**config.mk**
```make
export PLATFORM = sky130hd
export DESIGN_NAME = decode_stage
export DESIGN_NICKNAME = d
export VERILOG_FILES = /design/src/hdl/decode_pkg.sv /design/src/hdl/decode_stage.sv /design/src/hdl/decode_fsm.sv /design/src/hdl/rep_counter.sv /design/src/hdl/ucode_rom.sv /design/src/hdl/op_decode.sv /design/src/hdl/prefix_decode.sv
export SDC_FILE = /design/constraint.sdc
export NUM_CORES = 1
export LEC_CHECK = 0
export BUFFER_PORTS_ARGS = -buffer_cell sky130_fd_sc_hd__buf_4
export CORE_MARGIN = 3
export CORE_UTILIZATION = 40
export DETAILED_ROUTE_END_ITERATION = 10
export GPL_TIMING_DRIVEN = 1
export PLACE_DENSITY = 0.69
export SLEW_MARGIN = 20
export SYNTH_ARGS = -nofsm -noshare
export SYNTH_HDL_FRONTEND = slang
export SYNTH_SLANG_ARGS = --single-unit
```
**constraint.sdc**
```tcl
create_clock -name ret_near -period 5.4 [get_ports ret_near]
set_clock_uncertainty 0.2 [all_clocks]
set_input_delay 0.54 -clock ret_near [delete_from_list [all_inputs] [get_ports ret_near]]
set_output_delay 0.54 -clock ret_near [all_outputs]
set_load 0.01 [all_outputs]
```
**src/hdl/decode_pkg.sv**
```systemverilog
// ====================
// Decode stage package
// Stage items, enums and opcode constants
// ====================
`default_nettype none

package decode_pkg;

   // Prefix bytes
   localparam logic [7:0] PFX_REP  = 8'hF3;
   localparam logic [7:0] PFX_SIZE = 8'h66;
   localparam logic [7:0] PFX_ES   = 8'h26;
   localparam logic [7:0] PFX_CS   = 8'h2E;
   localparam logic [7:0] PFX_SS   = 8'h36;
   localparam logic [7:0] PFX_DS   = 8'h3E;
   localparam logic [7:0] PFX_FS   = 8'h64;
   localparam logic [7:0] PFX_GS   = 8'h65;

   // Opcodes with special handling
   localparam logic [7:0] OP_MOVS         = 8'hA5;
   localparam logic [7:0] OP_SHL1_B       = 8'hD0;
   localparam logic [7:0] OP_SHL1_V       = 8'hD1;
   localparam logic [7:0] OP_RET_NEAR     = 8'hC3;
   localparam logic [7:0] OP_RET_NEAR_IMM = 8'hC2;
   localparam logic [7:0] OP_RET_FAR      = 8'hCB;
   localparam logic [7:0] OP_RET_FAR_IMM  = 8'hCA;
   localparam logic [7:0] OP_IRETD        = 8'hCF;

   // Microcode pops land here
   localparam logic [2:0] TEMP_REG = 3'd0;

   typedef enum logic [3:0] {
      NOP, ADD, SUB, AND, OR, XOR, MOV, SHL, MOVS, POP, JMP
   } alu_op_e;

   typedef enum logic [1:0] {NONE, RET_NEAR, RET_FAR, IRETD} rom_entry_e;

   // x86 segment register encoding
   typedef enum logic [2:0] {ES, CS, SS, DS, FS, GS} seg_e;

   typedef enum logic [1:0] {DIRECT, ROM, REPEAT} fsm_state_e;

   typedef struct packed {
      logic [7:0]  prefix;
      logic [7:0]  opcode;
      logic [7:0]  modrm;
      logic [15:0] imm;
      logic [15:0] pc;
   } s0_item_t;

   typedef struct packed {
      alu_op_e     alu_op;
      logic [2:0]  op0_reg;
      logic [2:0]  op1_reg;
      logic [2:0]  size;
      seg_e        seg;
      logic        seg_valid;
      logic [15:0] imm;
      logic [7:0]  opcode;
      logic [15:0] pc;
   } s1_item_t;

endpackage

`default_nettype wire
```
**src/hdl/decode_stage.sv**
```systemverilog
// ====================
// Decode stage top
// Stage 0 item in, decoded stage 1 item out
// ====================
`timescale 1ns/1ps
`default_nettype none

module decode_stage (
   input  logic                 ret_near,
   input  logic                 ret_far,
   input  logic                 s0_valid,
   input  decode_pkg::s0_item_t s0_item,
   output logic                 s0_ready,
   output logic                 s1_valid,
   input  logic                 s1_ready,
   output decode_pkg::s1_item_t s1_item,
   input  logic [31:0]          ecx,
   output logic                 wb_valid,
   output logic [31:0]          wb_data
);
   import decode_pkg::*;

   seg_e       seg;
   logic       seg_valid;
   logic       rep;
   logic       size_ovr;
   s1_item_t   direct;
   s1_item_t   rom_uop;
   rom_entry_e rom_entry;
   logic       is_string;
   logic       rom_last;
   logic       cnt_zero;
   logic       cnt_last;
   logic       use_rom;
   logic       rom_advance;
   logic       rom_clear;
   logic       cnt_load;
   logic       cnt_dec;

   prefix_decode u_prefix (
      .prefix    (s0_item.prefix),
      .seg       (seg),
      .seg_valid (seg_valid),
      .rep       (rep),
      .size_ovr  (size_ovr)
   );

   op_decode u_op (
      .item      (s0_item),
      .size_ovr  (size_ovr),
      .seg       (seg),
      .seg_valid (seg_valid),
      .direct    (direct),
      .rom_entry (rom_entry),
      .is_string (is_string)
   );

   ucode_rom u_rom (
      .ret_near    (ret_near),
      .ret_far     (ret_far),
      .rom_entry   (rom_entry),
      .item        (s0_item),
      .size_ovr    (size_ovr),
      .rom_advance (rom_advance),
      .rom_clear   (rom_clear),
      .uop         (rom_uop),
      .last        (rom_last)
   );

   rep_counter u_cnt (
      .ret_near (ret_near),
      .ret_far  (ret_far),
      .ecx      (ecx),
      .cnt_load (cnt_load),
      .cnt_dec  (cnt_dec),
      .cnt_zero (cnt_zero),
      .cnt_last (cnt_last),
      .wb_data  (wb_data)
   );

   decode_fsm u_fsm (
      .ret_near    (ret_near),
      .ret_far     (ret_far),
      .s0_valid    (s0_valid),
      .s1_ready    (s1_ready),
      .rep         (rep),
      .is_string   (is_string),
      .rom_entry   (rom_entry),
      .rom_last    (rom_last),
      .cnt_zero    (cnt_zero),
      .cnt_last    (cnt_last),
      .s0_ready    (s0_ready),
      .s1_valid    (s1_valid),
      .use_rom     (use_rom),
      .rom_advance (rom_advance),
      .rom_clear   (rom_clear),
      .cnt_load    (cnt_load),
      .cnt_dec     (cnt_dec),
      .wb_valid    (wb_valid)
   );

   assign s1_item = use_rom ? rom_uop : direct;

endmodule

`default_nettype wire

```
**src/hdl/decode_fsm.sv**
```systemverilog
// ====================
// Decode control FSM
// Direct, microcode and repeat sequencing
// ====================
`timescale 1ns/1ps
`default_nettype none

module decode_fsm (
   input  logic                   ret_near,
   input  logic                   ret_far,
   input  logic                   s0_valid,
   input  logic                   s1_ready,
   input  logic                   rep,
   input  logic                   is_string,
   input  decode_pkg::rom_entry_e rom_entry,
   input  logic                   rom_last,
   input  logic                   cnt_zero,
   input  logic                   cnt_last,
   output logic                   s0_ready,
   output logic                   s1_valid,
   output logic                   use_rom,
   output logic                   rom_advance,
   output logic                   rom_clear,
   output logic                   cnt_load,
   output logic                   cnt_dec,
   output logic                   wb_valid
);
   import decode_pkg::*;

   fsm_state_e state;
   fsm_state_e state_next;
   logic       s1_hs;

   assign s1_hs = s1_valid && s1_ready;

   always_ff @(posedge ret_near or posedge ret_far) begin
      if (ret_far) begin
         state <= DIRECT;
      end else begin
         state <= state_next;
      end
   end

   always_comb begin
      state_next  = state;
      s0_ready    = s1_ready;
      s1_valid    = s0_valid;
      use_rom     = 1'b0;
      rom_advance = 1'b0;
      rom_clear   = 1'b0;
      cnt_load    = 1'b0;
      cnt_dec     = 1'b0;
      wb_valid    = 1'b0;
      case (state)
         DIRECT: begin
            if (s0_valid && rom_entry != NONE) begin
               // One bubble while the ROM takes over
               s1_valid   = 1'b0;
               s0_ready   = 1'b0;
               state_next = ROM;
            end else if (s0_valid && rep && is_string) begin
               if (cnt_zero) begin
                  s1_valid = 1'b0;
                  s0_ready = 1'b1;
               end else begin
                  s0_ready = s1_ready && cnt_last;
                  wb_valid = s1_hs;
                  cnt_load = s1_hs;
                  if (s1_hs && !cnt_last) begin
                     state_next = REPEAT;
                  end
               end
            end
         end
         ROM: begin
            use_rom     = 1'b1;
            s0_ready    = s1_ready && rom_last;
            rom_advance = s1_hs && !rom_last;
            rom_clear   = s1_hs && rom_last;
            if (s1_hs && rom_last) begin
               state_next = DIRECT;
            end
         end
         REPEAT: begin
            s0_ready = s1_ready && cnt_last;
            wb_valid = s1_hs;
            cnt_dec  = s1_hs;
            if (s1_hs && cnt_last) begin
               state_next = DIRECT;
            end
         end
         default: state_next = DIRECT;
      endcase
   end

endmodule

`default_nettype wire

```
**src/hdl/rep_counter.sv**
```systemverilog
// ====================
// REP count register
// Copy of ECX counted down per iteration
// ====================
`timescale 1ns/1ps
`default_nettype none

module rep_counter (
   input  logic        ret_near,
   input  logic        ret_far,
   input  logic [31:0] ecx,
   input  logic        cnt_load,
   input  logic        cnt_dec,
   output logic        cnt_zero,
   output logic        cnt_last,
   output logic [31:0] wb_data
);

   logic [31:0] count;
   logic [31:0] cur;

   always_ff @(posedge ret_near or posedge ret_far) begin
      if (ret_far) begin
         count <= 32'd0;
      end else if (cnt_load) begin
         count <= ecx - 32'd1;
      end else if (cnt_dec) begin
         count <= count - 32'd1;
      end
   end

   // Held count is nonzero only while a repeat is in flight
   assign cur = (count != 32'd0) ? count : ecx;

   assign cnt_zero = (cur == 32'd0);
   assign cnt_last = (cur == 32'd1);
   assign wb_data  = cur - 32'd1;

endmodule

`default_nettype wire

```
**src/hdl/ucode_rom.sv**
```systemverilog
// ====================
// Microcode ROM
// POP/JMP sequences for the return opcodes
// ====================
`timescale 1ns/1ps
`default_nettype none

module ucode_rom (
   input  logic                   ret_near,
   input  logic                   ret_far,
   input  decode_pkg::rom_entry_e rom_entry,
   input  decode_pkg::s0_item_t   item,
   input  logic                   size_ovr,
   input  logic                   rom_advance,
   input  logic                   rom_clear,
   output decode_pkg::s1_item_t   uop,
   output logic                   last
);
   import decode_pkg::*;

   logic [1:0] step;
   alu_op_e    uop_alu;
   logic       has_imm;

   always_ff @(posedge ret_near or posedge ret_far) begin
      if (ret_far) begin
         step <= 2'd0;
      end else if (rom_clear) begin
         step <= 2'd0;
      end else if (rom_advance) begin
         step <= step + 2'd1;
      end
   end

   // Sequence table
   always_comb begin
      case ({rom_entry, step})
         {RET_NEAR, 2'd0}: {uop_alu, last} = {POP, 1'b0};
         {RET_NEAR, 2'd1}: {uop_alu, last} = {JMP, 1'b1};
         {RET_FAR, 2'd0}:  {uop_alu, last} = {POP, 1'b0};
         {RET_FAR, 2'd1}:  {uop_alu, last} = {POP, 1'b0};
         {RET_FAR, 2'd2}:  {uop_alu, last} = {JMP, 1'b1};
         {IRETD, 2'd0}:    {uop_alu, last} = {POP, 1'b0};
         {IRETD, 2'd1}:    {uop_alu, last} = {POP, 1'b0};
         {IRETD, 2'd2}:    {uop_alu, last} = {POP, 1'b0};
         {IRETD, 2'd3}:    {uop_alu, last} = {JMP, 1'b1};
         default:          {uop_alu, last} = {NOP, 1'b1};
      endcase
   end

   // C2 and CA release extra stack bytes on the jump
   assign has_imm = (item.opcode == OP_RET_NEAR_IMM) || (item.opcode == OP_RET_FAR_IMM);

   always_comb begin
      uop.alu_op    = uop_alu;
      uop.op0_reg   = TEMP_REG;
      uop.op1_reg   = TEMP_REG;
      uop.size      = size_ovr ? 3'd2 : 3'd4;
      uop.seg       = SS;
      uop.seg_valid = 1'b1;
      uop.imm       = (uop_alu == JMP && has_imm) ? item.imm : 16'd0;
      uop.opcode    = item.opcode;
      uop.pc        = item.pc;
   end

endmodule

`default_nettype wire

```
**src/hdl/op_decode.sv**
```systemverilog
// ====================
// Opcode and ModRM decode
// Direct item and microcode entry
// ====================
`timescale 1ns/1ps
`default_nettype none

module op_decode (
   input  decode_pkg::s0_item_t   item,
   input  logic                   size_ovr,
   input  decode_pkg::seg_e       seg,
   input  logic                   seg_valid,
   output decode_pkg::s1_item_t   direct,
   output decode_pkg::rom_entry_e rom_entry,
   output logic                   is_string
);
   import decode_pkg::*;

   alu_op_e alu_op;
   logic    force_one;

   always_comb begin
      case (item.opcode) inside
         [8'h00:8'h03]:        alu_op = ADD;
         [8'h08:8'h0B]:        alu_op = OR;
         [8'h20:8'h23]:        alu_op = AND;
         [8'h28:8'h2B]:        alu_op = SUB;
         [8'h30:8'h33]:        alu_op = XOR;
         [8'h88:8'h8B]:        alu_op = MOV;
         OP_SHL1_B, OP_SHL1_V: alu_op = SHL;
         OP_MOVS:              alu_op = MOVS;
         default:              alu_op = NOP;
      endcase
   end

   always_comb begin
      case (item.opcode)
         OP_RET_NEAR, OP_RET_NEAR_IMM: rom_entry = RET_NEAR;
         OP_RET_FAR, OP_RET_FAR_IMM:   rom_entry = RET_FAR;
         OP_IRETD:                     rom_entry = IRETD;
         default:                      rom_entry = NONE;
      endcase
   end

   // Shift by one has no immediate byte of its own
   assign force_one = (item.opcode == OP_SHL1_B) || (item.opcode == OP_SHL1_V);
   assign is_string = (item.opcode == OP_MOVS);

   always_comb begin
      direct.alu_op    = alu_op;
      direct.op0_reg   = item.modrm[5:3];
      direct.op1_reg   = item.modrm[2:0];
      direct.size      = size_ovr ? 3'd2 : 3'd4;
      direct.seg       = seg;
      direct.seg_valid = seg_valid;
      direct.imm       = force_one ? 16'd1 : item.imm;
      direct.opcode    = item.opcode;
      direct.pc        = item.pc;
   end

endmodule

`default_nettype wire

```
**src/hdl/prefix_decode.sv**
```systemverilog
// ====================
// Prefix decode
// Segment override, REP and operand size
// ====================
`timescale 1ns/1ps
`default_nettype none

module prefix_decode (
   input  logic [7:0]       prefix,
   output decode_pkg::seg_e seg,
   output logic             seg_valid,
   output logic             rep,
   output logic             size_ovr
);
   import decode_pkg::*;

   always_comb begin
      seg       = ES;
      seg_valid = 1'b1;
      rep       = 1'b0;
      size_ovr  = 1'b0;
      case (prefix)
         PFX_ES: seg = ES;
         PFX_CS: seg = CS;
         PFX_SS: seg = SS;
         PFX_DS: seg = DS;
         PFX_FS: seg = FS;
         PFX_GS: seg = GS;
         default: begin
            seg_valid = 1'b0;
            rep       = (prefix == PFX_REP);
            size_ovr  = (prefix == PFX_SIZE);
         end
      endcase
   end

endmodule

`default_nettype wire

```
* Word level (Yosys, flattened, before mapping)
Memory sizes are Yosys's and may differ from the RTL's.
Index checks and enable logic that the tools add are counted.
** Storage, ports and cells
- Register bits :: 36
- Memory bits (read-only) :: 64
- Logic and storage cells :: 123
- Output and inout port bits :: 92
- Memories kept :: 1
- Input port bits :: 92
** Memories
- (no name shown) :: depth 16, bits a word 4, rd ports 1, clocked after memory_dff 0, wr ports 0, line ucode_rom.sv:37 : case ({rom_entry, step})
** Cells by class
- Magnitude comparators :: 12
- Add/subtract/negate cells :: 4
- Reductions and logical operators :: 32
- Muxes and demuxes :: 46
- Eq/ne operators :: 25
** Operator list (count)
- 32-bit two-way mux :: 3
- 32-bit by 1-bit subtractor with 32-bit output, second input constant :: 3
- 8-bit == test, second input constant :: 9
- 57-bit two-way mux :: 1
- 32-bit by 1-bit == test with 1-bit output, second input constant :: 1
- 8-bit by 6-bit == test with 1-bit output, second input constant :: 4
- 32-bit logical NOT :: 1
- 16-bit two-way mux :: 2
- 4-bit two-way mux :: 8
- 32-bit nonzero test :: 1
- 8-bit by 7-bit == test with 1-bit output, second input constant :: 3
- 8-bit by 6-bit >= comparator with 1-bit output, second input constant :: 3
- 8-bit by 6-bit less-or-equal comparator with 1-bit output, second input constant :: 3
- 1-bit two-way mux :: 18
- 1-bit logical AND :: 17
- 2-bit two-way mux :: 8
- 3-bit one-hot mux with 5 select lines :: 1
- 2-bit one-hot mux with 3 select lines :: 2
- 8-bit by 1-bit >= comparator with 1-bit output, second input constant :: 1
- 8-bit by 4-bit >= comparator with 1-bit output, second input constant :: 1
- 8-bit >= comparator, second input constant :: 1
- 8-bit by 2-bit less-or-equal comparator with 1-bit output, second input constant :: 1
- 8-bit by 4-bit less-or-equal comparator with 1-bit output, second input constant :: 1
- 8-bit less-or-equal comparator, second input constant :: 1
- 17 further kinds :: 25

* Logic depth before layout (Yosys ltp)
Gate-level depths: netlist of the first run.
- Depth in word-level cells :: 15
- Gate-level depth with buffers :: 25

* By module
From an unflattened synthesis of the first run, not the netlist that was laid out.
** Unflattened totals
- Cell total of the unflattened synthesis :: 849
- Area total of the unflattened synthesis :: 6652.6 sq um
** Modules (own cells, without submodules)
- rep_counter :: cells each 562, area an instance 4184.0 sq um, instances 1, sequential area each 800.8 sq um
- decode_stage :: cells each 63, area an instance 809.5 sq um, instances 1, sequential area each 0.0 sq um
- ucode_rom :: cells each 90, area an instance 674.4 sq um, instances 1, sequential area each 50.0 sq um
- op_decode :: cells each 87, area an instance 591.8 sq um, instances 1, sequential area each 0.0 sq um
- decode_fsm :: cells each 34, area an instance 272.8 sq um, instances 1, sequential area each 50.0 sq um
- prefix_decode :: cells each 13, area an instance 120.1 sq um, instances 1, sequential area each 0.0 sq um

* Worst setup path after synthesis of the first run
Ideal clock, no wire load.
- Path kind :: reg-to-reg
- From :: register u_cnt.count[16]
- To :: register u_cnt.count[24]
- Setup time :: 0.077 ns
- Data required time :: 5.123 ns
- Slack :: -0.543 ns
- Clock period less this slack :: 5.943 ns
- Buffers on the path :: 6
- Arrival :: 5.665 ns
- Cell stages (with the launch flop) :: 24
- Cells stage by stage :: dfrtp_1 clkbuf_1 or4_1 nor3_1 and3_1 clkbuf_1 buf_1 a21oi_1 ha_1 and2_1 nand4_1 and4_1 buf_2 buf_2 clkbuf_1 mux2i_1 ha_1 nand3_1 or2_2 or3_1 mux2i_1 nand3_1 mux2_1 a21oi_1
** On the way
- Word-level cells in the longest chain between the ends :: 13
- Elaborated cells between the ends (all ways) :: 17
- Those cells by class :: 1 x add/sub; 12 x mux; 4 x reduce/logical
** RTL lines
- start, declared :: line rep_counter.sv:19 : logic [31:0] count;
- start signal, assigned :: line rep_counter.sv:26 : count <= ecx - 32'd1;
- start signal, assigned :: line rep_counter.sv:28 : count <= count - 32'd1;
- 32-bit nonzero test :: line rep_counter.sv:33 : assign cur = (count != 32'd0) ? count : ecx;
- 32-bit two-way mux :: line rep_counter.sv:33
- 32-bit logical NOT :: line rep_counter.sv:35 : assign cnt_zero = (cur == 32'd0);
- 1-bit two-way mux :: line decode_fsm.sv:62 : if (cnt_zero) begin
- 1-bit two-way mux :: line decode_fsm.sv:61 : end else if (s0_valid && rep && is_string) begin
- 1-bit two-way mux :: line decode_fsm.sv:56 : if (s0_valid && rom_entry != NONE) begin
- 1-bit two-way mux :: line decode_fsm.sv:54 : case (state)
- 1-bit logical AND :: line decode_fsm.sv:34 : assign s1_hs = s1_valid && s1_ready;
- 1-bit two-way mux :: line decode_fsm.sv:62
- 1-bit two-way mux :: line decode_fsm.sv:61
- 1-bit two-way mux :: line decode_fsm.sv:56
- 1-bit two-way mux :: line decode_fsm.sv:54
- 32-bit two-way mux / 2-bit nonzero test (equally long branches)
Parallel ways exist; a longest one is shown, timed or not. The select of a mux whose other input is x is not followed.
A chain may end at the register's enable or synchronous reset.

* Worst setup path after layout of the first run
- From :: register u_cnt.count[19]
- To :: register u_cnt.count[24]
Same word-level chain as after synthesis.

==> results of run 1 <==
[Yosys cell counts (7+ instances only)]
cell	number	area, µm²
nor3b_1	7	52.6
or3_1	24	150
nor3_1	43	215
nand4_1	7	43.8
nor2_1	96	360
xnor2_1	31	272
and3_1	11	68.8
inv_1	16	60.1
clkbuf_1	36	135
nand3_1	22	110
and2_1	25	156
xor2_1	19	166
or4_1	7	52.6
a211oi_1	9	67.6
or2_2	9	56.3
nand2_1	64	240
a21oi_1	62	310
mux2i_1	21	210
o211ai_1	9	67.6
dfrtp_1	36	901
buf_4	26	195
nor4_1	19	119
ha_1	9	113
o21ai_0	31	155
a31oi_1	14	87.6
[final cells by class]
type	instances	area share (%)
repair buffers	174	20.1
clock buffers	6	2.13
inverters	16	0.922
multi-input cells	626	59.7
well taps	168	3.23
clock inverters	2	0.154
flip-flops and latches	36	13.8
[worst paths after layout]
path / from / end / slack [ps]
worst max-delay path: u_cnt.count[19] / u_cnt.count[24] / 280
worst min-delay path: ret_far / u_cnt.count[7] / 200
worst max register to register: u_cnt.count[19] / u_cnt.count[24] / 280
worst min register to register: u_fsm.state[0] / u_fsm.state[1] / 380
max in group asynchronous: ret_far / u_cnt.count[12] / 4440
min in group ret_near: ecx[30] / u_cnt.count[30] / 360
[worst max-delay path: cells and delay by family, from the launching register on]
kind            cells  cell delay (ps)
simple gates       10             2640
mux                 3              940
fa+ha+maj           2              540
flops               1              420
compound gates      2              300
[metal layers]
layer  GRT usage, %  routed length (µm)  vias to the layer above
met5              0                   0                        -
met4           5.37                 232                        0
met3           3.39                1340                       26
met2           40.1                8680                      287
met1           32.6                7520                     2785
li1               -                   -                     2916
[registers in the layout, summed over array words and instances (netlist names)]
name         cells
u_fsm.state      2
u_cnt.count     32
u_rom.step       2
[cell families after synthesis]
group                    synth area share (%)
buffers and inverters                    8.65
multiplexers                             5.18
AO/OA/AOI/OAI                            20.8
XOR/XNOR                                 8.44
other                                  0.0722
adder cells (fa/ha/maj)                  2.17
flip-flops                               17.4
AND/OR/NAND/NOR                          37.3
[metrics by stage]
stage | cell area [µm²] | utilization (%)
floorplan | 5220 | -
global placement | 6340 | 51.3
detailed placement | 6340 | 51.3
CTS | 6490 | 52.5
global route | 6510 | 52.7
finish | 6510 | 52.7
[power groups by stage]
stage	Sequential [µW]	Clock [µW]	Combinational, µW
2_1_floorplan	411	0	626
3_3_place_gp	453	0	969
3_5_place_dp	456	0	978
4_1_cts	451	309	984
5_1_grt	474	320	1100
6_report	461	302	996
[what timing repair did]
action	4_1_cts	5_1_grt
endpoints found under the hold margin	0	0
gates resized for setup	0	4
setup endpoints to repair	0	3
==> flow_summary.toml, run 1 <==
[floorplanning]
ios = 184
die_w_um = 120
rows = 40
die_h_um = 120
die_area_um2 = 14400
core_um2 = 12400
start_util_pct = 42.0

[critical_path]
worst_path_max_delay_cell = "or4_4"
max_stage_delay_ps = 590
end_kind = "flop"
crit_arrival_ps = 5120
cp-start-kind = "flop"
path_cells = "or4_4, nor3_2, and3_1, a21oi_1, ha_1, and2_1, nand4_1, and4_2, mux2i_1, ha_1, nand3_1, or2_2, or3_1, mux2i_2, nand3_1, mux2_1, a21oi_1"
required_ps = 5400
crit_type = "reg2reg"
cp_max_fo = 5
reg2regPathDepth = 17

[clock_tree]
htreeDepth = 2
cts_hold_buf = 0
cts_buffers = 5
cts_tree = "yes"
cts_buffer_depth = 2
root_buffer = "clkbuf_16"
postCtsSetupBuffers = 0
clk_latency_ps = 290
cts.reportedPaths.clkPinSlew_ps = 60
cts.sinks = 36

[synthesis]
syn_inst = 752
synth-edff-count = 0
yosys.cell_types.count = 65
yosys_register_bits = 36
avgSynthCellArea_um2 = 6.90
synth_ff_type = "dfrtp_1"
ys_seq_area_share_pct = 17.4
yosysWarnings = 0
synthArstFlopShare_pct = 100
synth_area_um2 = 5190
synth_nets = 853

[power_and_ir_drop]
p_total_uw = 1760
leakage_uw = 0.00281
comb_power_share_pct = 56.6
p_seq_share_pct = 26.2
p_sw_uw = 779
clock_power_share_pct = 17.2
switching_share_pct = 44.3
powerDensity_nw_per_um2 = 270
internal_power_uw = 981
peakVddDrop_mv = 0.190

[place]
placed_cells = 1020
gp_congestion = 0.934
post-place-ws_ps = 296
hpwlAfterDp_um = 13600
port-buffer-count = 148

[global_routing]
grt_usage_pct = 24.0
grt_max_degree = 41
overflow = 0
grt_pass1_vias = 5718
antenna_found_initial = 0
grt_pass1_wl_um = 29200

[route]
dr.pass1.iters = 5
antenna_left = 0
vias = 6014
finalWirelength_um = 17800
drt_iter0_drc = 506
drc = 0
vias_per_cell = 5.85
wl_per_cell_um = 17.3

[final_layout]
multiInputGateArea_um2 = 3890
drive_gt1_share_pct = 25.5
areaGrowthSynthToFinish_pct = 25.5
final_cell_mix = "buf_4, nor2_1, nand2_1"
final_common_cell = "buf_4"
seqCellArea_um2 = 901
nFillCells = 1217
final_nets = 960
n_antenna_cell = 0
final_cells = 1028

[timing]
slew_headroom_pct = 39.9
finalHoldViolCount = 0
slew_viol_final = 0
tns_ps = 0
fmax_mhz = 195
period_minus_slack_ps = 5120
worst_slack_ps = 281
setup_viol = 0
finalCritPeriodShare_pct = 94.8
worst_pin_slew_ps = 898
hold_slack_ps = 201

[min_path]
hp-class = "in2async"

[run_status]
status = "complete, no violations"

[run]
max_cap_violations = 0
No activity file was read; power rests on OpenSTA's default activity.
==> inputs of run 2 (changes only) <==
--- a/config.mk
+++ b/config.mk
@@ -8,6 +8,7 @@
 export BUFFER_PORTS_ARGS = -buffer_cell sky130_fd_sc_hd__buf_4
 export CORE_MARGIN = 3
 export CORE_UTILIZATION = 40
+export CTS_CLUSTER_SIZE = 16
 export DETAILED_ROUTE_END_ITERATION = 10
 export GPL_TIMING_DRIVEN = 1
 export PLACE_DENSITY = 0.69
==> constraint.sdc (replaced) <==
create_clock -name ret_near -period 5.4 [get_ports ret_near]
set_clock_uncertainty 0.2 [all_clocks]
set_input_delay 0.81 -clock ret_near [delete_from_list [all_inputs] [get_ports ret_near]]
set_output_delay 0.81 -clock ret_near [all_outputs]
set_load 0.01 [all_outputs]
==> flow_summary.toml, run 2 (synthesis gave the netlist of run 1 again) <==
[run_status]
status = "complete, no violations"

[power_and_ir_drop]
internal_power_uw = 1010
powerDensity_nw_per_um2 = 273
peakVddDrop_mv = 0.219
comb_power_share_pct = 55.4
leakage_uw = 0.00283
p_total_uw = 1790
switching_share_pct = 43.4
p_sw_uw = 778
p_seq_share_pct = 25.4
clock_power_share_pct = 19.2

[min_path]
hp-start = "u_fsm.state[0]"
hold_depth = 1
hold_path_end = "u_fsm.state[1]"
hp-class = "reg2reg"

[final_layout]
top_register = "u_cnt.count"
final_common_cell = "buf_4"
largest_register_ffs = 32
n_antenna_cell = 0
final_nets = 964
seqCellArea_um2 = 901
multiInputGateArea_um2 = 3890
largest_registers = "u_cnt.count (32), u_fsm.state (2), u_rom.step (2)"
final_cell_mix = "buf_4, nor2_1, nand2_1"
drive_gt1_share_pct = 25.8
areaGrowthSynthToFinish_pct = 26.5
nFillCells = 1239

[route]
top_layer = "met4"
finalWirelength_um = 17700
drc = 0
dr_wl_met2_um = 8500
antenna_left = 0
vias = 6007
drt_iter0_drc = 552
wl_met3_um = 1290
vias_per_cell = 5.82
wl_per_cell_um = 17.2
dr.pass1.iters = 7
drt-met1-wl_um = 7640

[timing]
worst_slack_ps = 313
hold_slack_ps = 373
setup_viol = 0
fmax_mhz = 197
slew_viol_final = 0
worst_pin_slew_ps = 1070
tns_ps = 0
rsz0062_at_grt = "no"
finalHoldViolCount = 0
period_minus_slack_ps = 5090
slew_headroom_pct = 28.2
finalCritPeriodShare_pct = 94.2

[clock_tree]
cts_tree = "yes"
postCtsSetupBuffers = 0
htreeDepth = 2
cts.sinks = 36
cts_buffers = 5
clk_latency_ps = 280
cts.reportedPaths.clkPinSlew_ps = 60
cts_hold_buf = 0
cts_buffer_depth = 2
root_buffer = "clkbuf_16"
post_cts_resized = 0

[floorplanning]
start_util_pct = 42.0
ios = 184
die_w_um = 120
die_area_um2 = 14400
rows = 40
core_um2 = 12400
die_h_um = 120

[critical_path]
reg2regPathDepth = 17
cp_max_fo = 40
crit_arrival_ps = 4080
required_ps = 4390
crit-reg2reg-launch = "u_cnt.count[19]"
worst_path_max_delay_cell = "or4_4"
critical-path-top-delay-family = "simple AND/OR/NAND/NOR gates"
cp-start-kind = "flop"
crit_buf_inv = 2
max_stage_delay_ps = 590
path_cells = "or4_4, nor3_2, and3_2, buf_4, mux2i_1, or3_1, nor2_1, nand3_1, o211ai_1, o211ai_1, buf_4"
cp.depth = 11
rr_endpoint = "u_cnt.count[28]"
end_kind = "output pin"
crit_type = "reg2out"
r2r_slack_ps = 320

[place]
post-place-ws_ps = 354
port-buffer-count = 148
gp_congestion = 0.920
hpwlAfterDp_um = 13600

[run]
max_cap_violations = 0

[global_routing]
grt_max_degree = 41
overflow = 0
grt_pass1_vias = 5559
grt_pass1_wl_um = 28600
antenna_found_initial = 0
grt_usage_pct = 23.6
[run 2: worst max path at each step]
stage / end / slack [ps] / startpoint
global route: u_cnt.count[30] / 30 / u_cnt.count[19]
CTS: u_cnt.count[30] / 340 / u_cnt.count[29]
floorplan: u_cnt.count[24] / 6 / u_cnt.count[16]
detailed placement: u_cnt.count[24] / 350 / ecx[23]
global placement: u_cnt.count[28] / 420 / ecx[23]
finish: wb_data[31] / 310 / u_cnt.count[19]
[run 2: power groups by stage]
stage	Clock [µW]	Sequential, µW	Combinational (µW)
after floorplan	0	411	626
after global placement	0	452	966
after detailed placement	0	452	974
after CTS	343	449	980
after global routing	355	469	1090
final	344	456	992
[run 2: layout make-up]
class / count / share of cell area [%]
Timing Repair Buffer: 178 / 20.4
Sequential cell: 36 / 13.7
Clock buffer: 5 / 1.91
Multi-Input combinational cell: 626 / 59.3
Inverter: 16 / 0.915
Tap cell: 168 / 3.20
Clock inverter: 3 / 0.648
[run 2: worst reg2reg max path, cell delays in order, from the launching register on]
cell and delay (ps):
dfrtp_1 420, or4_4 590, nor3_2 280, and3_2 290, a21oi_1 130, ha_1 300, and2_1 180, nand4_1 90
and4_2 320, mux2i_1 240, ha_1 210, buf_4 190, nand2_1 130, or3_1 490, or4_4 460, a211oi_2 240
xnor2_1 130, mux2i_1 80
[run 2: through the flow]
step | cell area, µm² | util [%] | cells
after floorplan | 5220 | - | 752
after global placement | 6370 | 51.5 | 1024
after detailed placement | 6370 | 51.5 | 1024
after CTS | 6540 | 52.9 | 1032
after global routing | 6570 | 53.1 | 1032
final | 6570 | 53.1 | 1032
[run 2: routing by layer]
| layer | vias up | global-route usage, % |
|---|---|---|
| met5 | - | 0 |
| met4 | 0 | 5.44 |
| met3 | 33 | 3.44 |
| met2 | 254 | 38.4 |
| met1 | 2811 | 32.9 |
| li1 | 2909 | - |
